$ cat src/hdl/display_defines.svh
// Display geometry and pixel timing
`ifndef DISPLAY_DEFINES_SVH
`define DISPLAY_DEFINES_SVH

// Pixels per display row, used for the row stride of the frame buffer
`define SCREEN_WIDTH 640

// Display rows held in the frame buffer
`define SCREEN_HEIGHT 400

// Frame buffer entries, one pixel each (640 by 400)
`define FB_DEPTH 256000

// Address width needed to reach every frame buffer entry
`define FB_ADDR_W 18

// Clocks per pixel written by the sprite engine
`define PIXEL_DIV 2

`endif

$ cat src/hdl/cmd_pkg.sv
// Host command types
package cmd_pkg;

    // Opcode is the first byte of every command frame
    //   SET_POSITION  x high, x low, y high, y low
    //   SET_WIDTH     width high, width low
    //   SET_COLORS    mode in bits 5:4, palette offset in bits 3:0
    //   DRAW          any number of packed pixel bytes
    typedef enum logic [7:0] {
        SET_POSITION = 8'h10,
        SET_WIDTH    = 8'h11,
        SET_COLORS   = 8'h12,
        DRAW         = 8'h20
    } opcode_t;

    // High bytes of position and width carry only their top 2 bits
    localparam int unsigned HIGH_BYTE_BITS = 2;

    // Argument bytes following each SET opcode
    localparam int unsigned POSITION_ARGS = 4;
    localparam int unsigned WIDTH_ARGS    = 2;
    localparam int unsigned COLORS_ARGS   = 1;

    // One byte from the host with its one-cycle valid strobe
    typedef struct packed {
        logic       valid;
        logic [7:0] data;
    } host_byte_t;

endpackage

$ cat src/hdl/gfx_pkg.sv
// Graphics types
`include "display_defines.svh"

package gfx_pkg;

    // 4-bit palette index as stored in the frame buffer
    typedef logic [3:0] pixel_t;

    // Bits per pixel of packed sprite data
    typedef enum logic [1:0] {
        COLOR_1BPP = 2'd0,
        COLOR_2BPP = 2'd1,
        COLOR_4BPP = 2'd2
    } color_mode_t;

    // Sprite placement and color setup, written by SET commands
    typedef struct packed {
        logic [9:0]  x_start;
        logic [9:0]  y_start;
        logic [9:0]  width;
        color_mode_t mode;
        pixel_t      palette_offset;
    } sprite_cfg_t;

    // One pixel write into the frame buffer
    typedef struct packed {
        logic                    enable;
        logic [`FB_ADDR_W-1:0]   address;
        pixel_t                  pixel;
    } pixel_write_t;

    // Same data byte, seen as 8, 4 or 2 palette indices
    // Highest element is the leftmost pixel on screen
    typedef union packed {
        logic [7:0]      bpp1;
        logic [3:0][1:0] bpp2;
        logic [1:0][3:0] bpp4;
    } pixel_byte_u;

endpackage

$ cat src/hdl/sprite_cmd_decoder.sv
// Sprite command decoder
`timescale 1ns/1ps

module sprite_cmd_decoder (
    input  logic                 clock_in,
    input  logic                 reset,
    input  logic                 frame_active,
    input  cmd_pkg::host_byte_t  host_byte,
    output gfx_pkg::sprite_cfg_t cfg,
    output logic                 draw_enable,
    output cmd_pkg::host_byte_t  data_byte
);

    import cmd_pkg::*;
    import gfx_pkg::*;

    localparam logic [1:0] ST_OPCODE = 2'd0;
    localparam logic [1:0] ST_ARGS   = 2'd1;
    localparam logic [1:0] ST_DRAW   = 2'd2;
    localparam logic [1:0] ST_IGNORE = 2'd3;

    logic [1:0]  state;
    opcode_t     opcode;
    logic [1:0]  arg_index;
    logic        last_arg;
    logic [23:0] arg_shift;
    logic        data_valid_q;
    logic [7:0]  data_q;

    // Compare the argument count against what the current opcode takes
    always_comb begin
        case (opcode)
            SET_POSITION: last_arg = (arg_index == 2'(POSITION_ARGS - 1));
            SET_WIDTH:    last_arg = (arg_index == 2'(WIDTH_ARGS - 1));
            default:      last_arg = (arg_index == 2'(COLORS_ARGS - 1));
        endcase
    end

    always_ff @(posedge clock_in) begin
        if (reset) begin
            state        <= ST_OPCODE;
            opcode       <= SET_COLORS;
            arg_index    <= '0;
            draw_enable  <= 1'b0;
            data_valid_q <= 1'b0;
            cfg          <= '0;
        end else if (!frame_active) begin
            // Wait for the next opcode between frames
            state        <= ST_OPCODE;
            arg_index    <= '0;
            draw_enable  <= 1'b0;
            data_valid_q <= 1'b0;
        end else begin
            data_valid_q <= host_byte.valid && (state == ST_DRAW);
            if (host_byte.valid) begin
                case (state)
                    ST_OPCODE: begin
                        opcode    <= opcode_t'(host_byte.data);
                        arg_index <= '0;
                        case (host_byte.data)
                            SET_POSITION, SET_WIDTH, SET_COLORS: state <= ST_ARGS;
                            DRAW: begin
                                state       <= ST_DRAW;
                                draw_enable <= 1'b1;
                            end
                            // Unknown opcode drops the rest of the frame
                            default: state <= ST_IGNORE;
                        endcase
                    end
                    ST_ARGS: begin
                        if (last_arg) begin
                            state <= ST_IGNORE;
                            case (opcode)
                                SET_POSITION: begin
                                    cfg.x_start <= {arg_shift[16 +: HIGH_BYTE_BITS],
                                                    arg_shift[15:8]};
                                    cfg.y_start <= {arg_shift[0 +: HIGH_BYTE_BITS],
                                                    host_byte.data};
                                end
                                SET_WIDTH: begin
                                    cfg.width <= {arg_shift[0 +: HIGH_BYTE_BITS],
                                                  host_byte.data};
                                end
                                default: begin
                                    cfg.mode           <= color_mode_t'(host_byte.data[5:4]);
                                    cfg.palette_offset <= host_byte.data[3:0];
                                end
                            endcase
                        end else begin
                            arg_index <= arg_index + 2'd1;
                        end
                    end
                    default: begin
                        // Draw bytes leave as data strobes and surplus bytes are dropped
                    end
                endcase
            end
        end
    end

    // Last three host bytes that feed the SET argument fields
    always_ff @(posedge clock_in) begin
        if (host_byte.valid) begin
            arg_shift <= {arg_shift[15:0], host_byte.data};
        end
        data_q <= host_byte.data;
    end

    assign data_byte = '{valid: data_valid_q, data: data_q};

endmodule

$ cat config.mk
export PLATFORM = sky130hd
export DESIGN_NAME = sprite_cmd_decoder
export DESIGN_NICKNAME = d
export VERILOG_FILES = /design/src/hdl/cmd_pkg.sv /design/src/hdl/gfx_pkg.sv /design/src/hdl/sprite_cmd_decoder.sv
export VERILOG_INCLUDE_DIRS = /design/src /design/src/hdl
export SDC_FILE = /design/constraint.sdc
export NUM_CORES = 1
export LEC_CHECK = 0
export CAP_MARGIN = 0
export CORE_UTILIZATION = 55
export CTS_BUF_LIST = sky130_fd_sc_hd__clkbuf_16
export DETAILED_ROUTE_END_ITERATION = 7
export DONT_BUFFER_PORTS = 1
export PLACE_DENSITY_LB_ADDON = 0.05
export SYNTH_ARGS = -nofsm -noshare
export SYNTH_HDL_FRONTEND = slang
export SYNTH_SLANG_ARGS = --single-unit
$ cat constraint.sdc
create_clock -name clock_in -period 1.85 [get_ports clock_in]
set_input_delay 0.0925 -clock clock_in [delete_from_list [all_inputs] [get_ports clock_in]]
set_output_delay 0.0925 -clock clock_in [all_outputs]
set_load 0.005 [all_outputs]
# Word level (Yosys, flattened, before mapping)
# Cells that the tools add are included.
word_totals:
  out_inout_bits: 46
  wordCells: 47
  register_bits: 76
classes:
  eq_ne: 12
  n_bitwise: 2
  n_mux: 6
  add_sub_neg: 1
  reduce_logical: 14
ops:
  columns: ["operator", "count"]
  rows:
  - ["$eq A8 B5 Y1 const B", 5]
  - ["$reduce_and A5 Y1", 3]
  - ["$pmux W2 S2", 3]
  - ["$reduce_and A3 Y1", 4]
  - ["$eq A8 B6 Y1 const B", 1]
  - ["$eq A2 B1 Y1 const B", 2]
  - ["$eq A2 B2 Y1 const B", 2]
  - ["$logic_not A2 Y1", 2]
  - ["$mux W2", 2]
  - ["$ne A2 B2 Y1 const B", 2]
  - ["$reduce_or A2 Y1", 2]
  - ["$reduce_or A3 Y1", 1]
  - ["$add A2 B1 Y2 const B", 1]
  - ["$not A1 Y1", 2]
  - ["$pmux W1 S2", 1]
  - ["$reduce_bool A2 Y1", 1]
  - ["$logic_and A1 B1 Y1", 1]

# Longest topological paths before layout
# Gate-level depths: netlist of run 1.
logic_depth:
  ltp_word: 4
  depth_mapped: 7
  mapped_depth_nobuf: 6

# Least setup slack after synthesis of run 1
# Ideal clock, no wire load.
synth_timing:
  kind: "reg-to-reg"
  from: "reg opcode[6]"
  to: "reg cfg[16] (netlist bit)"
  setup_ps: 132
  period_less_slack_ps: 1801
  required_time_ps: 1718
  stages_incl_launch_ff: 6
  slack_ps: 49
  t_arrival_ps: 1668
  n_path_buf: 1
  cell_sequence: "dfxtp_1 or4_4 or4_4 buf_6 nand2_2 a21oi_1"
synth_via:
  elab_chain_len: 3
  elab_cells_between_ends: 4
  classes_between: "eq/ne (2); mux (1); reduce/logical (1)"
synth_lines:
  columns: ["element", "line_no", "source"]
  rows:
  - ["start, declared", "sprite_cmd_decoder.sv:23", "opcode_t opcode;"]
  - ["start signal, assigned", "sprite_cmd_decoder.sv:58", "opcode <= opcode_t'(host_byte.data);"]
  - ["$eq A8 B5 Y1, on equally long branches", "sprite_cmd_decoder.sv:32, sprite_cmd_decoder.sv:73", null]
  - ["$pmux W1 S2", "sprite_cmd_decoder.sv:32", "case (opcode)"]
  - ["$reduce_and A5 Y1 (no line) *", null, null]
  - ["end, declared", "sprite_cmd_decoder.sv:9", "output gfx_pkg::sprite_cfg_t cfg,"]
# Every way passes the cells marked *; elsewhere a longest branch is shown, timed or not.
# A chain may end at the register's enable or synchronous reset.

# Worst setup path in the final report of run 1
layout_timing:
  from: "reg opcode[7]"
  to: "reg cfg[18] (netlist bit)"
# The elaborated chain is that of the path after synthesis.

==> results.yml, run 1 <==
yosys:
  synth_top_area_frac: 0.427
  ys_types: 33
  seq_area_frac_synth: 0.625
  ys_async_sr_fraction: 0
  syn-cell-area_um2: 2720
  yosys-top-cells-area: "dfxtp_1 (43%), edfxtp_1 (20%), mux2i_1 (5.9%), nand2_1 (5.4%), a21oi_1 (5.1%)"
  synth_common_cells: "dfxtp_1 (58), nand2_1 (39), a21oi_1 (28), nor2_1 (21), nand2_2 (20)"
  syn_avg_cell_area_um2: 10.7
  ys_ff_latch: 76
  synth_nets: 267
  ys_warn_count: 0
  synth.most_common_cell: "dfxtp_1"
  syn_inst: 254
  synth_edf_count: 18
  synth_ff_type: "dfxtp_1"
  yosys.area.top_type: "dfxtp_1"
floorplan:
  die_w_um: 72.3
  die_height_um: 72.3
  start_util: 0.572
  placementRows: 25
  pin_count: 58
  die-area_um2: 5230
  core_um2: 4750
drt:
  vias_per_cell: 5.59
  dr.pass1.iters: 5
  drt-wirelength-per-cell_um: 17.7
  antenna_left: 0
  detailroute.via_count: 2011
  dr.first_iter.drc_count: 135
  drc: 0
  wl_um: 6370
timing:
  grt_setup_unrepaired: "true"
  finalCritPeriodShare: 1.02
  fmax_mhz: 532
  whs_ns: -0.211
  tns_ns: -0.184
  finalCriticalPeriod_ns: 1.88
  tightestPinTransition_ns: 0.956
  clock_skew_ns: 0.00623
  finalSetupViolations: 15
  hold_viol_final: 39
  slew_headroom: 0.361
  slew_viol_final: 0
  layout_setup_ws_ns: -0.0309
clock_tree:
  cts_buffers: 9
  cts_buffer_depth: 2
  clk_pin_slew_ns: 0.06
  tritoncts: "built"
  cts_num_sinks: 76
  clock_latency_ns: 0.33
  cts_root_buf: "clkbuf_16"
  htreeDepth: 3
critical_path:
  cpMaxStageDelayCell: "or4_4"
  arrival_ns: 2.14
  r2r-start: "opcode[7]"
  startpoint: "opcode[7]"
  crit_path_end_kind: "flop"
  cpPeakStageDelay_ns: 0.58
  critical_path.most_common_cell: "buf_6"
  crit_type: "reg2reg"
  cp-start-kind: "flop"
  crit_chain: "or4_4 -> buf_6 -> nor4_4 -> buf_6 -> buf_6 -> nand2_1 -> a21oi_2"
  cp.required_ns: 2.11
  crit_fanout: 5
global_routing:
  grt_pass1_vias: 1897
  grt_pass1_wl_um: 9470
  global_route.usage.total: 0.251
  grt_overflow: 0
  grt_max_degree: 46
  antenna_found_initial: 0
placed_design:
  dp_slack_ns: -0.0720
  dpl.hpwl_um: 3290
  port_buffers: 0
  place.gp.congestion: 0.820
cells_and_area:
  final_nets: 301
  fillers: 328
  drive_gt1_frac: 0.311
  antenna_cells: 0
  areaGrowthSynthToFinish_pct: 30.9
flow_run:
  max_cap_violations: 0
hold_path:
  hp-class: "in2reg"
  min_from: "host_byte[3]"
pwr:
  power_w: 0.00383
  p_leak_nw: 1.29
  peakVddDrop_uv: 835
  power_density_nw_per_um2: 1070
status:
  failed_checks: "negative hold slack, negative setup slack"
  status: "finished with violations"
## critical path: cells and delay by family (launching register included)
kind,cells,cell delay (ns)
AND/OR/NAND/NOR,3,0.90
buffers and inverters,3,0.45
flip-flops,1,0.33
AO/OA/AOI/OAI,1,0.13
## state kept, by name, summed over array words and instances (netlist names)
name          count
cfg              36
arg_shift        18
data_q            8
opcode            8
arg_index         2
state             2
data_valid_q      1
draw_enable       1
## cells by family (layout without fill, tap and decap cells)
kind of cell               Yosys count  count (layout)  synth area share
AOI/OAI and AO/OA                   37              37            0.0772
xor gates and xnor gates             1               1           0.00322
adders and majority gates            1               1           0.00460
buffers and inverters               17              55            0.0326
DFF                                 76              76             0.625
muxes                               16              16            0.0588
and+or+nand+nor                    106             107             0.198
## stage by stage
step,utilization,instances,area [um2]
3_5_place_dp,0.589,316,2800
6_report,0.749,360,3560
5_1_grt,0.749,360,3560
4_1_cts,0.707,352,3360
3_3_place_gp,0.589,316,2800
2_1_floorplan,-,254,2720
## layout make-up
| type | instances | area (um2) | area share |
|---|---|---|---|
| clock buffers | 10 | 250 | 0.0702 |
| clock inverters | 6 | 80.1 | 0.0225 |
| inverters | 5 | 18.8 | 0.00527 |
| multi-input cells | 162 | 1080 | 0.304 |
| flip-flops and latches | 76 | 1700 | 0.478 |
| well taps | 67 | 83.8 | 0.0235 |
| repair buffers | 34 | 342 | 0.0959 |
## cells in the final DEF (no fill, tap or decap), types with 3 or more instances in the layout
master,netlist,final
nand3b_1,4,4
buf_4,2,10
dfxtp_1,58,56
mux2i_1,16,16
buf_6,2,5
a21oi_2,0,16
nand2b_1,4,3
nor2_1,21,21
a21oi_1,28,12
or4_4,2,3
edfxtp_1,18,18
nand2_1,39,26
clkbuf_16,0,11
nand4_1,3,3
nor4_1,5,3
nand2_2,20,33
inv_1,5,8
dlygate4sd3_1,0,17
## layer usage
layer  vias to the layer above  track usage  share of wire
li1                        952            -              -
met1                       957        0.322           0.41
met2                        89        0.378           0.47
met3                        13       0.0806          0.094
met4                         0        0.135          0.021
met5                         -            0              0
## power by group
part / switching, W / internal, W
Clock: 0.000639 / 0.00125
Combinational: 0.0000799 / 0.0000739
Sequential: 0.0000281 / 0.00176
## path summary, 6_finish.rpt
path | endpoint | slack [ns] | depth (start not counted)
worst min register to register | arg_shift[15] | 0.42 | 0
worst max-delay path | cfg[18] | -0.03 | 7
worst max register to register | cfg[18] | -0.03 | 7
worst min-delay path | data_q[3] | -0.21 | 0
## timing repair
item | 4_1_cts | 5_1_grt
pin swaps | 8 | 29
hold buffers | 14 | 3
setup endpoints to repair | 20 | 39
hold endpoints to repair | 80 | 44
cloned | 3 | 2
setup buffers | 3 | 3
gates resized for setup | 13 | 37
Power figures use the tool's default switching activity.
==> run 2, diff against run 1 <==
--- a/config.mk
+++ b/config.mk
@@ -6,8 +6,9 @@
 export SDC_FILE = /design/constraint.sdc
 export NUM_CORES = 1
 export LEC_CHECK = 0
+export ABC_AREA = 1
 export CAP_MARGIN = 0
-export CORE_UTILIZATION = 55
+export CORE_UTILIZATION = 56
 export CTS_BUF_LIST = sky130_fd_sc_hd__clkbuf_16
 export DETAILED_ROUTE_END_ITERATION = 7
 export DONT_BUFFER_PORTS = 1
==> results.yml, run 2 <==
global_routing:
  antenna_found_initial: 1
  grt_pass1_vias: 1925
  grt_max_degree: 41
  grt_pass1_wl_um: 9130
  global_route.usage.total: 0.233
  grt_overflow: 0
cells_and_area:
  fillers: 393
  final_nets: 383
  max_flop_register: "cfg"
  antenna_cells: 0
  final_cell_mix: "nor2_1 (88), nand2_1 (76), inv_1 (59)"
  largest_register_ffs: 36
  final_common_cell: "nor2_1"
  drive_gt1_frac: 0.0720
  largestRegisters: "cfg (36), arg_shift (18)"
  areaGrowthSynthToFinish_pct: 15.4
  final_cells: 442
timing:
  clock_skew_ns: 0.00504
  hold_viol_final: 0
  fmax_mhz: 633
  tightestPinTransition_ns: 0.798
  whs_ns: 0.0365
  finalCriticalPeriod_ns: 1.58
  slew_viol_final: 0
  finalSetupViolations: 0
  tns_ns: 0
  grt_setup_unrepaired: "false"
  finalCritPeriodShare: 0.854
  slew_headroom: 0.467
yosys:
  synth_top_area_frac: 0.401
  syn_avg_cell_area_um2: 8.13
  ys_types: 23
  seq_area_frac_synth: 0.588
  synth_edf_count: 18
  yosys-top-cells-area: "dfxtp_1 (40%), edfxtp_1 (19%), nor2_1 (11%), nand2_1 (9.9%), inv_1 (7.5%)"
  ys_warn_count: 0
  synth_common_cells: "nor2_1 (88), nand2_1 (76), dfxtp_1 (58), inv_1 (58), edfxtp_1 (18)"
  ys_async_sr_fraction: 0
  synth_nets: 369
  synth.most_common_cell: "nor2_1"
  syn_inst: 356
  ys_ff_latch: 76
  yosys.area.top_type: "dfxtp_1"
  syn-cell-area_um2: 2900
  synth_ff_type: "dfxtp_1"
critical_path:
  cp.required_ns: 2.07
  crit_path_end_kind: "flop"
  critical_path.most_common_cell: "nand2_1"
  cpPeakStageDelay_ns: 0.31
  arrival_ns: 1.79
  reg2reg_slack_ns: 0.27
  crit_fanout: 20
  startpoint: "opcode[5]"
  crit_chain: "inv_1 -> nand2_2 -> nor2_4 -> nand3_1 -> nand2_1 -> inv_1 -> nand2_1 -> nand2_2 -> nand4_2 -> buf_4 -> nand2_1 -> nand2_1 -> nor2_1"
  cp-start-kind: "flop"
  crit_type: "reg2reg"
  r2r-start: "opcode[5]"
  cpMaxStageDelayCell: "dfxtp_1"
clock_tree:
  clock_latency_ns: 0.32
  tritoncts: "built"
  cts_num_sinks: 76
  cts_resized: 0
  cts_root_buf: "clkbuf_16"
  cts_buffer_depth: 2
  cts_buffers: 9
  htreeDepth: 3
  clk_pin_slew_ns: 0.06
floorplan:
  die-area_um2: 5460
  pin_count: 58
  start_util: 0.597
  placementRows: 25
  die_height_um: 73.9
  die_w_um: 73.9
  core_um2: 4850
drt:
  dr.max_layer_used: "met4"
  antenna_left: 0
  dr.pass1.iters: 4
  drc: 0
  wl_met2_um: 2890
  wl_um: 5770
  vias_per_cell: 4.78
  drt-wirelength-per-cell_um: 13.0
  detailroute.via_count: 2113
  dr.first_iter.drc_count: 112
  wl_met3_um: 334
  wl_met1_um: 2400
status:
  status: "complete, no violations"
pwr:
  p_clk_frac: 0.456
  internal_power_w: 0.00284
  sw_frac_of_total: 0.210
  power.share.sequential: 0.498
  power_density_nw_per_um2: 1080
  p_leak_nw: 1.60
  peakVddDrop_uv: 662
  pwr-share-comb: 0.046
  p_switching_w: 0.000755
placed_design:
  place.gp.congestion: 0.897
  port_buffers: 0
  dp.cells: 415
  dpl.hpwl_um: 3500
hold_path:
  min_from: "host_byte[4]"
  hp-class: "in2reg"
flow_run:
  max_cap_violations: 0
==> run 2: cell types whose count changed after synthesis, moves of 15 or more <==
cell	before	now
mux2i_1	16	0
nand2_2	20	3
a21oi_1	28	13
nor2_1	21	88
inv_1	5	58
nand2_1	39	76
==> run 2: through the flow <==
stage                     total power, W  utilization  cell area, um2  setup WS (ns)
after detailed placement         0.00195        0.608            2950          0.301
after CTS                        0.00363        0.689            3340          0.261
after global routing             0.00374        0.689            3340         0.0741
final                            0.00360        0.689            3340          0.271
after floorplan                  0.00192            -            2900          0.477
after global placement           0.00195        0.608            2950          0.367
==> run 2: routing by layer <==
layer | up-vias | GRT usage
li1 | 1105 | -
met1 | 945 | 0.259
met2 | 54 | 0.384
met3 | 9 | 0.0782
met4 | 0 | 0.143
met5 | - | 0
==> run 2: final cells by class <==
class                   instances  area (um2)  area share
multi-input cells             208         891       0.267
well taps                      67        83.8      0.0251
clock buffers                   9         225      0.0674
repair buffers                 16         160      0.0479
clock inverters                 7        58.8      0.0176
flip-flops and latches         76        1700       0.509
inverters                      59         221      0.0663
==> run 2: what timing repair did <==
action                                 in CTS  in global routing
buffers inserted                            0                  0
hold buffers                               11                  0
setup endpoints to repair                   0                  0
endpoints found under the hold margin      67                  0
==> run 2: cell families (layout without fill, tap and decap cells) <==
family                     after synthesis  after routing  synth area share
and+or+nand+nor                        180            180             0.255
DFF                                     76             76             0.588
buffers and inverters                   72             91             0.105
AOI/OAI and AO/OA                       27             27            0.0488
adders and majority gates                1              1           0.00432
==> run 2: path summary, 6_finish.rpt <==
path | to | cells after the start
setup reg to reg | cfg[9] | 13
hold reg to reg | arg_shift[10] | 0
setup / recovery | cfg[9] | 13
hold / removal | opcode[4] | 2
==> run 2: power by group through the flow <==
| stage | Clock [W] | Sequential [W] | Combinational [W] |
|---|---|---|---|
| after CTS | 0.00167 | 0.00179 | 0.000167 |
| after global placement | 0 | 0.00182 | 0.000121 |
| after global routing | 0.00175 | 0.00180 | 0.000189 |
| after floorplan | 0 | 0.00182 | 0.000101 |
| after detailed placement | 0 | 0.00183 | 0.000124 |
| final | 0.00164 | 0.00179 | 0.000167 |
==> run 2: worst max-delay path: cells and delay by family (launching register included) <==
family / cells / cell delay [ns]
and+or+nand+nor: 10 / 0.83
buffers and inverters: 3 / 0.33
DFF: 1 / 0.31
