## src/hdl/display_defines.svh

```systemverilog
// Display geometry and pixel timing
`ifndef DISPLAY_DEFINES_SVH
`define DISPLAY_DEFINES_SVH

// Pixels per display row, used for the row stride of the frame buffer
`define SCREEN_WIDTH 640

// Display rows held in the frame buffer
`define SCREEN_HEIGHT 400

// Frame buffer entries, one pixel each (640 by 400)
`define FB_DEPTH 256000

// Address width needed to reach every frame buffer entry
`define FB_ADDR_W 18

// Clocks per pixel written by the sprite engine
`define PIXEL_DIV 2

`endif

```

## src/hdl/cmd_pkg.sv

```systemverilog
// Host command types
package cmd_pkg;

    // Opcode is the first byte of every command frame
    //   SET_POSITION  x high, x low, y high, y low
    //   SET_WIDTH     width high, width low
    //   SET_COLORS    mode in bits 5:4, palette offset in bits 3:0
    //   DRAW          any number of packed pixel bytes
    typedef enum logic [7:0] {
        SET_POSITION = 8'h10,
        SET_WIDTH    = 8'h11,
        SET_COLORS   = 8'h12,
        DRAW         = 8'h20
    } opcode_t;

    // High bytes of position and width carry only their top 2 bits
    localparam int unsigned HIGH_BYTE_BITS = 2;

    // Argument bytes following each SET opcode
    localparam int unsigned POSITION_ARGS = 4;
    localparam int unsigned WIDTH_ARGS    = 2;
    localparam int unsigned COLORS_ARGS   = 1;

    // One byte from the host with its one-cycle valid strobe
    typedef struct packed {
        logic       valid;
        logic [7:0] data;
    } host_byte_t;

endpackage

```

## src/hdl/gfx_pkg.sv

```systemverilog
// Graphics types
`include "display_defines.svh"

package gfx_pkg;

    // 4-bit palette index as stored in the frame buffer
    typedef logic [3:0] pixel_t;

    // Bits per pixel of packed sprite data
    typedef enum logic [1:0] {
        COLOR_1BPP = 2'd0,
        COLOR_2BPP = 2'd1,
        COLOR_4BPP = 2'd2
    } color_mode_t;

    // Sprite placement and color setup, written by SET commands
    typedef struct packed {
        logic [9:0]  x_start;
        logic [9:0]  y_start;
        logic [9:0]  width;
        color_mode_t mode;
        pixel_t      palette_offset;
    } sprite_cfg_t;

    // One pixel write into the frame buffer
    typedef struct packed {
        logic                    enable;
        logic [`FB_ADDR_W-1:0]   address;
        pixel_t                  pixel;
    } pixel_write_t;

    // Same data byte, seen as 8, 4 or 2 palette indices
    // Highest element is the leftmost pixel on screen
    typedef union packed {
        logic [7:0]      bpp1;
        logic [3:0][1:0] bpp2;
        logic [1:0][3:0] bpp4;
    } pixel_byte_u;

endpackage

```

## src/hdl/sprite_engine.sv

```systemverilog
// Sprite pixel engine
`timescale 1ns/1ps
`include "display_defines.svh"

module sprite_engine (
    input  logic                  clock_in,
    input  logic                  reset,
    input  logic                  draw_enable,
    input  gfx_pkg::sprite_cfg_t  cfg,
    input  cmd_pkg::host_byte_t   data_byte,
    output gfx_pkg::pixel_write_t pixel_write,
    output logic                  busy
);

    import gfx_pkg::*;

    localparam int unsigned ADDR_W   = `FB_ADDR_W;
    localparam logic [3:0]  DIV_LAST = 4'(`PIXEL_DIV - 1);

    pixel_byte_u         unpack_q;
    logic [3:0]          pixels_left;
    logic [3:0]          load_count;
    logic [2:0]          pixel_index;
    logic [3:0]          div_count;
    logic                draw_prev;
    logic [9:0]          pen_x;
    logic [9:0]          pen_y;
    logic [9:0]          col_count;
    pixel_t              next_index;
    pixel_t              next_pixel;
    logic [ADDR_W-1:0]   pen_address;
    logic                write_enable_q;
    logic [ADDR_W-1:0]   write_address_q;
    pixel_t              write_pixel_q;

    // Pixels packed in one byte
    always_comb begin
        case (cfg.mode)
            COLOR_1BPP: load_count = 4'd8;
            COLOR_2BPP: load_count = 4'd4;
            default:    load_count = 4'd2;
        endcase
    end

    // Leftmost pixel sits in the most significant bits
    always_comb begin
        case (cfg.mode)
            COLOR_1BPP: next_index = {3'b000, unpack_q.bpp1[3'd7 - pixel_index]};
            COLOR_2BPP: next_index = {2'b00, unpack_q.bpp2[2'd3 - pixel_index[1:0]]};
            default:    next_index = unpack_q.bpp4[1'd1 - pixel_index[0]];
        endcase
    end

    // Palette offset wraps inside the 16-entry palette
    assign next_pixel = next_index + cfg.palette_offset;

    assign pen_address = ADDR_W'(pen_y) * ADDR_W'(`SCREEN_WIDTH) + ADDR_W'(pen_x);

    always_ff @(posedge clock_in) begin
        if (reset || !draw_enable) begin
            draw_prev      <= 1'b0;
            pixels_left    <= '0;
            pixel_index    <= '0;
            div_count      <= '0;
            col_count      <= '0;
            pen_x          <= '0;
            pen_y          <= '0;
            write_enable_q <= 1'b0;
        end else begin
            draw_prev      <= 1'b1;
            write_enable_q <= 1'b0;

            // New draw starts at the configured corner
            if (!draw_prev) begin
                pen_x     <= cfg.x_start;
                pen_y     <= cfg.y_start;
                col_count <= '0;
            end

            if (data_byte.valid) begin
                // A new byte replaces whatever is left of the old one
                pixels_left <= load_count;
                pixel_index <= '0;
                div_count   <= '0;
            end else if (pixels_left != 4'd0) begin
                if (div_count == 4'd0) begin
                    write_enable_q <= 1'b1;
                    pixels_left    <= pixels_left - 4'd1;
                    pixel_index    <= pixel_index + 3'd1;
                    div_count      <= DIV_LAST;

                    // Row wrap after width pixels
                    if (col_count + 10'd1 >= cfg.width) begin
                        col_count <= '0;
                        pen_x     <= cfg.x_start;
                        pen_y     <= pen_y + 10'd1;
                    end else begin
                        col_count <= col_count + 10'd1;
                        pen_x     <= pen_x + 10'd1;
                    end
                end else begin
                    div_count <= div_count - 4'd1;
                end
            end
        end
    end

    // Pixel data and byte store, qualified by the enable and the strobe
    always_ff @(posedge clock_in) begin
        if (data_byte.valid) begin
            unpack_q <= data_byte.data;
        end
        write_address_q <= pen_address;
        write_pixel_q   <= next_pixel;
    end

    assign pixel_write = '{enable: write_enable_q, address: write_address_q,
                           pixel: write_pixel_q};

    assign busy = (pixels_left != 4'd0);

endmodule

```

## config.mk

```make
export PLATFORM = sky130hd
export DESIGN_NAME = sprite_engine
export DESIGN_NICKNAME = d
export VERILOG_FILES = /design/src/hdl/cmd_pkg.sv /design/src/hdl/gfx_pkg.sv /design/src/hdl/sprite_engine.sv
export VERILOG_INCLUDE_DIRS = /design/src /design/src/hdl
export SDC_FILE = /design/constraint.sdc
export NUM_CORES = 1
export LEC_CHECK = 0
export ABC_AREA = 1
export BUFFER_PORTS_ARGS = -buffer_cell sky130_fd_sc_hd__buf_4
export CAP_MARGIN = 10
export CORE_ASPECT_RATIO = 0.6
export CORE_MARGIN = 4
export CORE_UTILIZATION = 57
export CTS_CLUSTER_DIAMETER = 50
export DETAILED_ROUTE_END_ITERATION = 16
export PLACE_DENSITY = 0.8
export SYNTH_ARGS = -nofsm -noshare
export SYNTH_HDL_FRONTEND = slang
export SYNTH_SLANG_ARGS = --single-unit
```

## constraint.sdc

```tcl
create_clock -name clock_in -period 2.9 [get_ports clock_in]
set_input_delay 0.725 -clock clock_in [delete_from_list [all_inputs] [get_ports clock_in]]
set_output_delay 0.725 -clock clock_in [all_outputs]
set_load 0.1 [all_outputs]
```

# Yosys cells after proc, flatten, opt, wreduce, memory -nomap -nowiden
# Index checks and enable logic that the tools add are counted.
# totals
reg_bits	73
in_bits	48
out_inout_bits	24
word_cells	69
# classes
add_sub_neg	11
multipliers	1
n_lt_le_gt_ge	4
eq_ne	1
muxes	29
bitwise_logic	1
reduce_logical	11
# ops
op	n
2-to-1 mux 10 bit	15
adder 10 x 1 -> 10 bit, second input constant	3
2-to-1 mux 4 bit	6
adder 18 x 10 -> 18 bit	1
one-hot mux 4 bit (2 select lines)	2
multiplier 10 x 3 -> 11 bit, second input constant	1
>= comparator 10 bit	1
subtractor 4 x 1 -> 4 bit, second input constant	2
adder 4 bit	1
binary-select mux 2 bit (select 2 bit)	1
logical NOT 4 bit	1
less-than comparator 3 x 4 -> 1 bit, second input constant	1
AND reduction 2 bit	2
nonzero test 2 bit	2
nonzero test 4 bit	1
adder 3 x 1 -> 3 bit, second input constant	1
binary-select mux 1 bit (select 3 bit)	1
less-than comparator 2 x 3 -> 1 bit, second input constant	1
2-to-1 mux 1 bit	3
OR reduction 3 bit	1
subtractor 3 bit, first input constant	1
== test 2 x 1 -> 1 bit, second input constant	1
logical NOT 2 bit	1
less-than comparator 1 x 2 -> 1 bit, second input constant	1
7 further kinds	7

# Logic depth before layout (Yosys ltp)
# Gate-level depths: netlist of the first run.
# depth
depth_word	6
mapped_depth	20
mapped_depth_nobuf	19

# Worst setup path before layout of the first run
# OpenSTA, ideal clock, no wires.
# synth_timing
path_kind	reg-to-reg
from	register col_count[0]
to	register pen_x[4]
setup_ns	0.109
arrival_time_ns	2.194
required_ns	2.791
path_slack_ns	0.597
stages_incl_launch_ff	20
path_buffers	1
synth_period_minus_slack_ns	2.303
path_cell_list	dfxtp_1 ha_1 nand2_1 nor2_1 nand3_1 nor2_1 nand2_1 nand2_1 inv_1 ha_1 nand2_1 nor2_1 nand3_1 nand3_2 inv_2 buf_4 nand2_1 nand3_1 nand2_1 inv_1
# synth_via
elab_chain_len	6
# synth_lines
element	line	rtl
from (decl)	sprite_engine.sv:28	logic [9:0] col_count;
from (signal assigned)	sprite_engine.sv:98	col_count <= col_count + 10'd1;
adder 10 x 1 -> 10 bit	sprite_engine.sv:93	if (col_count + 10'd1 >= cfg.width) begin
>= comparator 10 bit	sprite_engine.sv:93	
2-to-1 mux 10 bit	sprite_engine.sv:93	
2-to-1 mux 10 bit	sprite_engine.sv:86	if (div_count == 4'd0) begin
2-to-1 mux 10 bit	sprite_engine.sv:85	end else if (pixels_left != 4'd0) begin
2-to-1 mux 10 bit	sprite_engine.sv:80	if (data_byte.valid) begin
to (signal assigned)	sprite_engine.sv:75	pen_x <= cfg.x_start;
to (signal assigned)	sprite_engine.sv:95	pen_x <= cfg.x_start;
to (signal assigned)	sprite_engine.sv:99	pen_x <= pen_x + 10'd1;
to (decl)	sprite_engine.sv:26	logic [9:0] pen_x;
# No other way between the ends.
# A chain may end at the register's enable or synchronous reset.

# Worst setup path in the final report of the first run
# layout_timing
from	register col_count[0]
to	register pen_x[3]
# Same word-level chain as after synthesis.

==> qor.csv, run 1 <==
metric,value,unit
Ys Warns,0,
Synth async-reset ratio,0,%
Synth-to-Final Area Change,20.61,%
peak supply drop,0.4130,mV
Int Pwr,1.937,mW
Synth Area in Adders,11.38,%
layout cells sized above 1,17.50,%
PD cells,532.6,nW/um2
period utilization,91.89,%
routed wire length per instance,13.07,um
DR vias,4204,
Clock Skew,5.517,ps
pre-CTS setup slack,281.1,ps
"Net Count, Synth",711,
Synth top cells by count,"nand2_1, inv_1, dfxtp_1",
CP max stage delay,410,ps
synthesized area per cell,7.190,um2
cell mode on critical path,nand2_1,
Site Rows,24,
"Cell Area, Synth",4487,um2
Via density,5.209,
gr busiest metal,met2,
Crit path buffers/inverters,3,
Switching Fraction,32.79,%
"EDFF count, synth",8,
Compound-Gate Fraction of Synth Area,9.732,%
Comb power frac,23.7,%
final hold vios,0,
#FFs+latches synth,73,
clock-pin slew of the registers on the worst-case setup and hold paths,60,ps
WL final,10.55,mm
met1 usage in global routing,31.04,%
Least-Margin Pin Slew,509.6,ps
Sequential Area,1541,um2
Critical-path top delay cell,dfxtp_1,
drt drc,0,
Initial Util,60.25,%
routing usage on met2,35.67,%
Synth Area in Simple Gates,28.19,%
share of the synthesized area in the top cell type,29.00,%
setup total negative slack,0,ps
vias in the first global route,3967,
post-synthesis sequential area ratio,34.36,%
top cell type by total area after synthesis,dfxtp_1,
Synth Area in XOR/XNOR,6.247,%
CP Capture Type,register,
Worst Path Max Fanout,10,
Syn Inst Count,624,
number of CTS-inserted buffers,9,
Multi-input gate area,2512,um2
Die Y,76.73,um
library cells used by synthesis,40,
Worst-Skew Late Latency,340,ps
RSZ-0062 raised after global routing,false,
M3 GR Usage,7.794,%
post-DP HPWL,7.848,mm
grt ovf,0,
startpoint types,register,
Placeable Area,7447,um2
FMAX,375.3,MHz
initial antenna violation count,0,
Horiz. Die Dim,122.5,um
Antenna diodes,0,
Bufs on Longest Clock Path,2,
final slew viol count,0,
switching power,0.9451,mW
final worst slack,235.3,ps
crit-path cells,ha_1 -> nand2_1 -> nor2_2 -> nand3_1 -> nor2_2 -> nand2_1 -> nand2_1 -> inv_1 -> ha_1 -> nand2_1 -> a21oi_1 -> nor2_1 -> nand3_2 -> buf_4 -> nand2_1 -> nand3_1 -> nand2_1 -> inv_1,
Hold Path Class,register to register,
remaining antenna violation count,0,
I/O pin total,72,
gpl congestion,0.9490,
Crit Path Class,register to register,
critical path arrival,2900,ps
clock share of power,37.2,%
largest net degree at the start of global routing,28,
total global-route track usage,23.35,%
Setup-failing EPs final,0,
CTS tree,yes,
fin nets,785,
root buf cell,clkbuf_16,
largest family of logic cells by synthesized area,simple AND/OR/NAND/NOR gates,
Post-synth top flop,dfxtp_1,
# fillers,616,
mux contribution to synthesized area,0.2231,%
Initial DRC Count,330,
register share of total power,39.1,%
htree depth,3,
Tmin final,2665,ps
first-pass GRT wire length,17.77,mm
"Power, Total",2.882,mW
Clock Sink Count,73,
Die Area,9402,um2
"top cells by area, synth","dfxtp_1, nand2_1, ha_1",
status,"finished, final reports clean",
drt pass-1 iters,7,
Pleak,2.757,nW
I/O Buffers,71,
most frequent cell after synthesis,nand2_1,
number of max-cap violations,0,
worst endpoint required time,3140,ps
Slew headroom,65.90,%
Top Family by Delay on Critical Path,simple AND/OR/NAND/NOR gates,
cts hold-fix bufs,0,
[area by class of cell]
class | count | area share (%)
repair buffers | 75 | 10.40
clock buffers | 9 | 4.162
clock inverters | 7 | 1.133
flip-flops and latches | 73 | 28.49
inverters | 100 | 6.983
well taps | 104 | 2.405
multi-input cells | 439 | 46.43
[cells by family after synthesis]
group / after synthesis
AO/OA/AOI/OAI: 78
buffers and inverters: 112
AND/OR/NAND/NOR: 289
flip-flops: 73
adder cells (fa/ha/maj): 39
multiplexers: 1
XOR/XNOR: 32
[worst reg2reg max path, cell delays in order, from the launching register on]
cell	delay, ps
dfxtp_1	410
ha_1	210
nand2_1	70
nor2_2	130
nand3_1	150
nor2_2	160
nand2_1	70
nand2_1	80
inv_1	40
ha_1	260
nand2_1	80
a21oi_1	40
nor2_1	160
nand3_2	200
buf_4	240
nand2_1	70
nand3_1	80
nand2_1	70
inv_1	30
[layout by cell type, fill, tap and decap left out, types with 4 or more instances in the layout]
master,Yosys,final
a21oi_1,30,30
nand2_1,184,184
a31oi_1,7,7
clkinv_2,0,4
xnor2_1,9,9
ha_1,36,36
edfxtp_1,8,8
nor2_1,31,29
dfxtp_1,65,65
nor2_2,2,4
clkbuf_16,0,9
nor3_1,4,4
o21ai_1,4,4
buf_4,2,75
o21ai_0,24,24
xor2_1,23,23
a21oi_2,5,5
nand4_1,10,10
inv_2,10,9
nand3_1,42,42
inv_1,89,89
[stage by stage]
| stage | hold WS (ps) | area [um2] | cells | utilization, % |
|---|---|---|---|---|
| floorplan | 351.0 | 4487 | 624 | - |
| global placement | 366.3 | 5105 | 790 | 68.55 |
| detailed placement | 366.8 | 5105 | 790 | 68.55 |
| CTS | 374.3 | 5391 | 806 | 72.40 |
| global route | 390.3 | 5411 | 807 | 72.66 |
| finish | 372.9 | 5411 | 807 | 72.66 |
[layer usage]
| metal | wire (um) | vias to the layer above |
|---|---|---|
| met2 | 4660 | 164 |
| met3 | 898 | 20 |
| met1 | 4811 | 1877 |
| met4 | 180 | 0 |
| li1 | - | 2143 |
| met5 | 0 | - |
[flip-flops by register name, indices dropped and copies added, names as in the netlist, 3 cells and up]
| register | flops |
|---|---|
| div_count | 4 |
| write_pixel_q | 4 |
| pen_y | 10 |
| pen_x | 10 |
| pixel_index | 3 |
| col_count | 10 |
| write_address_q | 18 |
| pixels_left | 4 |
| unpack_q | 8 |
[power by group through the flow]
stage	Sequential [mW]	Clock, mW	Combinational, mW
floorplan	1.40	0	0.244
global placement	1.15	0	0.666
detailed placement	1.15	0	0.678
CTS	1.13	1.09	0.684
global route	1.13	1.14	0.733
finish	1.13	1.07	0.684
[path summary, 6_finish.rpt]
kind / start / endpoint / slack (ps) / cells past startpoint
min: pen_x[3] / write_address_q[3] / 370 / 0
min reg2reg: pen_x[3] / write_address_q[3] / 370 / 0
max: col_count[0] / pen_x[3] / 240 / 18
max reg2reg: col_count[0] / pen_x[3] / 240 / 18
[what timing repair did]
| action | in CTS | in global routing |
|---|---|---|
| buffers inserted | 0 | 1 |
| resized for setup | 0 | 4 |
| endpoints found under the setup margin | 0 | 22 |
No activity file was read; power rests on OpenSTA's default activity.
==> run 2: changes to the inputs <==
BUFFER_PORTS_ARGS = -buffer_cell sky130_fd_sc_hd__buf_2   (was -buffer_cell sky130_fd_sc_hd__buf_4)
CORE_UTILIZATION = 58   (was 57)
PLACE_DENSITY = 0.82   (was 0.8)
clock period = 3.23 ns   (was 2.9 ns; I/O delays follow)
==> run 2 against run 1 <==
  * Sequential share of layout area up 0.90 points
  * Largest power group is now clock
  * Power decreased by 6.9%
  * Largest cell class unchanged
  * Hold slack better by 4.7 ps
  * Critical path depth fell by 1
  * Clock power about the same
==> qor.csv, run 2 (same netlist as run 1, synthesis figures left out) <==
metric,value,unit,change
hold path start,pen_x[3],,
critical path arrival,3200,ps,+300 ps
register share of total power,37.7,%,-1.4 points
Crit Path Class,register to register,,
Biggest register,write_address_q,,
RSZ-0062 raised after global routing,false,,
Tmin final,2977,ps,+312.8 ps
drt pass-1 iters,5,,-2
number of CTS-inserted buffers,9,,unchanged
vias in the first global route,4048,,+2.0%
final hold vios,0,,unchanged
routed wire length per instance,12.72,um,-2.7%
Post-CTS Repair Setup Buffers,0,,unchanged
Int Pwr,1.853,mW,-4.3%
remaining antenna violation count,0,,unchanged
htree depth,3,,unchanged
Initial DRC Count,378,,+15%
Initial Util,60.74,%,+0.49 points
Setup-failing EPs final,0,,unchanged
Cells after DPL,788,,-0.25%
Die Area,9253,um2,-1.6%
CP max stage delay,400,ps,about the same
Slew headroom,68.11,%,+2.2 points
Bufs on Longest Clock Path,2,,unchanged
Switching Fraction,30.94,%,-1.9 points
Clock Skew,6.824,ps,+1.308 ps
Top Family by Delay on Critical Path,simple AND/OR/NAND/NOR gates,,
switching power,0.8301,mW,-12%
DR vias,4261,,+1.4%
Crit path buffers/inverters,2,,-1
Horiz. Die Dim,121.5,um,-0.81%
final slew viol count,0,,unchanged
fin nets,782,,-0.38%
Worst Path Max Fanout,14,,+4
Comb power frac,21.3,%,-2.4 points
Site Rows,24,,unchanged
"commonest non-fill, non-tap cells in the layout","nand2_1, inv_1, buf_2",,
Critical R2R Launch,col_count[0],,
CP Capture Type,register,,
dpl cell area,4912,um2,-3.8%
cell mode on critical path,nor2_1,,
initial antenna violation count,0,,unchanged
grt ovf,0,,unchanged
Synth-to-Final Area Change,16.93,%,
"non-filler cells, final",804,,-0.37%
Via density,5.300,,+1.7%
status,"finished, final reports clean",,
cts hold-fix bufs,0,,unchanged
gpl congestion,0.9182,,-3.2%
number of max-cap violations,0,,unchanged
Die Y,76.13,um,-0.78%
CTS resizes,0,,unchanged
Worst-Skew Late Latency,330,ps,about the same
Placeable Area,7387,um2,-0.81%
largest net degree at the start of global routing,28,,unchanged
Clock Sink Count,73,,unchanged
startpoint types,register,,
worst endpoint required time,3450,ps,+310 ps
layout cells sized above 1,16.71,%,-0.78 points
peak supply drop,0.2729,mV,-34%
first-pass GRT wire length,17.75,mm,-0.12%
"most common cell after layout, fill and taps aside",nand2_1,,
Largest register FFs,18,,unchanged
setup total negative slack,0,ps,unchanged
Least-Margin Pin Slew,477.2,ps,-32.41 ps
clock share of power,41.0,%,+3.8 points
Hold Path Class,register to register,,
# fillers,615,,-0.16%
drt drc,0,,unchanged
worst setup path start,col_count[0],,
Critical-path top delay cell,dfxtp_1,,
Antenna diodes,0,,unchanged
design area,5246,um2,-3.1%
crit-path cells,ha_1 -> nand2_1 -> nor2_1 -> nand3_1 -> nor2_1 -> nand2_1 -> nand2_1 -> inv_1 -> ha_1 -> nand2_1 -> a21oi_1 -> nor2_1 -> nand3_2 -> nand2_2 -> inv_2 -> nor2_1 -> nor2_1,,
WL final,10.23,mm,-3.1%
total global-route track usage,23.03,%,-0.32 points
root buf cell,clkbuf_16,,
post-DP HPWL,7.663,mm,-2.4%
PD cells,511.4,nW/um2,-4.0%
CTS tree,yes,,
I/O pin total,72,,unchanged
Pleak,2.699,nW,-2.1%
clock-pin slew of the registers on the worst-case setup and hold paths,60,ps,about the same
FMAX,335.9,MHz,-11%
I/O Buffers,71,,unchanged
period utilization,92.18,%,+0.30 points
## run 2: cell count changes in the layout (fill, tap and decap cells not counted), sizes merged
cell | before | now
buf | 75 | 72
bufinv | 1 | 2
clkinvlp | 1 | 0
clkbuf | 9 | 14
clkinv | 6 | 1
## run 2: stage by stage
step / total power, mW / utilization, % / hold WS (ps) / setup WS (ps)
floorplan: 1.480 / - / 351.0 / 926.7
global placement: 1.585 / 66.50 / 368.9 / 489.9
detailed placement: 1.598 / 66.50 / 369.1 / 310.3
CTS: 2.699 / 71.02 / 377.7 / 298.9
global route: 2.793 / 71.02 / 392.8 / 59.84
finish: 2.683 / 71.02 / 377.7 / 252.5
## run 2: path summary, 6_finish.rpt
check	slack, ps	to	cells past startpoint
worst min-delay path	380	write_address_q[3]	0
worst max register to register	250	pen_y[0]	17
worst max-delay path	250	pen_y[0]	17
worst min register to register	380	write_address_q[3]	0
## run 2: metal layers
metal / wire length [um] / global-route usage (%)
met5: 0 / 0
met4: 99 / 6.152
met3: 859 / 5.490
met2: 4613 / 37.58
met1: 4653 / 30.56
## run 2: final cells by class
type                            count  area, um2  share of cell area, %
Tap cell                          104      130.1                  2.480
Clock inverter                      2      60.06                  1.145
Clock buffer                       14      274.0                  5.223
Sequential cell                    73       1541                  29.38
Multi-Input combinational cell    439       2502                  47.70
Timing Repair Buffer               72      362.8                  6.916
Inverter                          100      375.4                  7.155
## run 2: power groups by stage
stage                     clock (mW)  combinational (mW)  sequential (mW)
after floorplan                    0               0.219             1.26
after CTS                       1.12               0.573             1.01
after global routing            1.16               0.617             1.02
final                           1.10               0.572             1.01
after global placement             0               0.558             1.03
after detailed placement           0               0.570             1.03
## run 2: worst register-to-register path, cell delays in order (launching register included)
cell and delay [ps]:
dfxtp_1 400, ha_1 210, nand2_1 60, nor2_1 150
nand3_1 130, nor2_1 150, nand2_1 80, nand2_1 90
inv_1 50, ha_1 270, nand2_1 100, a21oi_1 60
nor2_1 160, nand3_2 330, nand2_2 340, inv_2 150
nor2_1 110, nor2_1 50
==> run 3: changes to the inputs <==
MAX_ROUTING_LAYER = met4   (was not set)
==> run 3 against run 2 <==
  * Sequential cell count is the same
  * Via count shrank 1.3%
  * Combinational power is essentially flat
  * Critical path type unchanged
  * Critical endpoint unchanged
  * Largest cell class unchanged
==> qor.csv, run 3 (same netlist as run 1, synthesis figures left out) <==
metric,value,unit,change
gpl congestion,0.9424,,+2.6%
critical path arrival,3270,ps,+70 ps
Worst Path Max Fanout,14,,unchanged
switching power,0.8424,mW,+1.5%
Slew headroom,67.56,%,-0.55 points
largest net degree at the start of global routing,28,,unchanged
worst endpoint required time,3470,ps,+20 ps
Least-Margin Pin Slew,485.5,ps,+8.259 ps
Worst-Skew Late Latency,340,ps,about the same
setup total negative slack,0,ps,unchanged
Die Y,76.13,um,unchanged
total global-route track usage,24.43,%,+1.4 points
Bufs on Longest Clock Path,2,,unchanged
Hold Path Class,register to register,,
gr busiest metal,met2,,
vias in the first global route,4107,,+1.5%
fin nets,782,,unchanged
met1 usage in global routing,31.76,%,+1.2 points
Pleak,2.690,nW,-0.31%
Site Rows,24,,unchanged
Critical Path Sink,pen_y[0],,
number of max-cap violations,0,,unchanged
CP Capture Type,register,,
DR vias,4207,,-1.3%
Int Pwr,1.671,mW,-9.8%
final hold vios,0,,unchanged
Initial Util,60.74,%,unchanged
Initial DRC Count,271,,-28%
Setup-failing EPs final,0,,unchanged
Via density,5.233,,-1.3%
routing usage on met2,37.41,%,-0.17 points
# fillers,613,,-0.33%
I/O Buffers,71,,unchanged
Clock Skew,7.101,ps,+0.2768 ps
Post-CTS Repair Setup Buffers,0,,unchanged
"Power, Total",2.514,mW,-6.3%
worst setup path start,col_count[0],,
remaining antenna violation count,0,,unchanged
register share of total power,40.1,%,+2.4 points
Clock Sink Count,73,,unchanged
Comb power frac,22.8,%,+1.5 points
I/O pin total,72,,unchanged
status,"finished, final reports clean",,
layout cells sized above 1,16.71,%,unchanged
reg-to-reg endpoint,pen_y[0],,
routed wire length per instance,12.87,um,+1.2%
startpoint types,register,,
Switching Fraction,33.51,%,+2.6 points
WL final,10.35,mm,+1.2%
period utilization,93.85,%,+1.7 points
first-pass GRT wire length,18.13,mm,+2.1%
FMAX,329.9,MHz,-1.8%
Antenna diodes,0,,unchanged
clock share of power,37.0,%,-4.0 points
Die Area,9253,um2,unchanged
final slew viol count,0,,unchanged
Placeable Area,7387,um2,unchanged
Crit Path Class,register to register,,
drt drc,0,,unchanged
Largest register FFs,18,,unchanged
root buf cell,clkbuf_16,,
grt ovf,0,,unchanged
Tmin final,3031,ps,+53.85 ps
CTS tree,yes,,
initial antenna violation count,0,,unchanged
"most common cell after layout, fill and taps aside",nand2_1,,
Synth-to-Final Area Change,15.78,%,
cts hold-fix bufs,0,,unchanged
drt pass-1 iters,5,,unchanged
number of CTS-inserted buffers,9,,unchanged
Biggest register,write_address_q,,
post-DP HPWL,7.839,mm,+2.3%
Critical R2R Launch,col_count[0],,
peak supply drop,0.2977,mV,+9.1%
"commonest non-fill, non-tap cells in the layout","nand2_1, inv_1, buf_2",,
clock-pin slew of the registers on the worst-case setup and hold paths,60,ps,about the same
r2r setup slk,200,ps,-50 ps
CTS resizes,0,,unchanged
worst reg2reg path depth,17,,unchanged
Horiz. Die Dim,121.5,um,unchanged
RSZ-0062 raised after global routing,false,,
M3 GR Usage,6.231,%,+0.74 points
htree depth,3,,unchanged
PD cells,483.8,nW/um2,-5.4%
run 3: cell types whose count changed in the layout (fill, tap and decap cells not counted), sizes merged:
cell,change
clkinv,+3
bufinv,-2
clkbuf,-1
run 3: routing by layer:
layer	part of all wire [%]	wire length, um	vias to the layer above
met2	45	4637	151
met3	6.7	695	11
met1	47	4880	1912
li1	-	-	2133
met5	0	0	-
met4	1.3	136	0
run 3: worst min-delay path by stage:
stage | slack (ps) | from | cells after the start | endpoint
4_1_cts | 370 | pen_x[3] | 0 | write_address_q[3]
5_1_grt | 390 | pen_x[3] | 0 | write_address_q[3]
2_1_floorplan | 350 | pen_x[3] | 0 | write_address_q[3]
6_report | 370 | pen_x[3] | 0 | write_address_q[3]
3_5_place_dp | 370 | pen_x[3] | 0 | write_address_q[3]
3_3_place_gp | 370 | pen_x[3] | 0 | write_address_q[3]
run 3: power by group through the flow:
stage / logic, mW / registers, mW / clock network (mW)
after floorplan: 0.219 / 1.26 / 0
after detailed placement: 0.572 / 1.03 / 0
final: 0.574 / 1.01 / 0.931
after global placement: 0.559 / 1.03 / 0
after CTS: 0.575 / 1.01 / 0.941
after global routing: 0.622 / 1.02 / 0.986
run 3: through the flow:
step           std cells  hold slack, ps  worst slack (ps)  utilization [%]  cell area (um2)
2_1_floorplan        624           351.0             926.7                -             4487
3_3_place_gp         788           368.7             483.1            66.50             4912
3_5_place_dp         788           366.3             271.3            66.50             4912
4_1_cts              804           374.7             226.2            70.22             5187
5_1_grt              804           388.7             36.69            70.33             5195
6_report             804           372.6             198.7            70.33             5195
run 3: area by class of cell:
class	count	area (um2)	area share [%]
well taps	104	130.1	2.505
inverters	100	377.9	7.274
flip-flops and latches	73	1541	29.67
multi-input cells	439	2507	48.27
repair buffers	72	362.8	6.985
clock inverters	3	15.01	0.2890
clock buffers	13	260.3	5.010
run 3: critical path: stages (launching register included):
cell	delay [ps]
dfxtp_1	400
ha_1	230
nand2_1	70
nor2_1	160
nand3_1	150
nor2_1	170
nand2_1	90
nand2_1	90
inv_1	50
ha_1	260
nand2_1	70
a21oi_1	40
nor2_1	200
nand3_2	370
nand2_4	290
inv_2	130
nor2_1	110
nor2_1	50
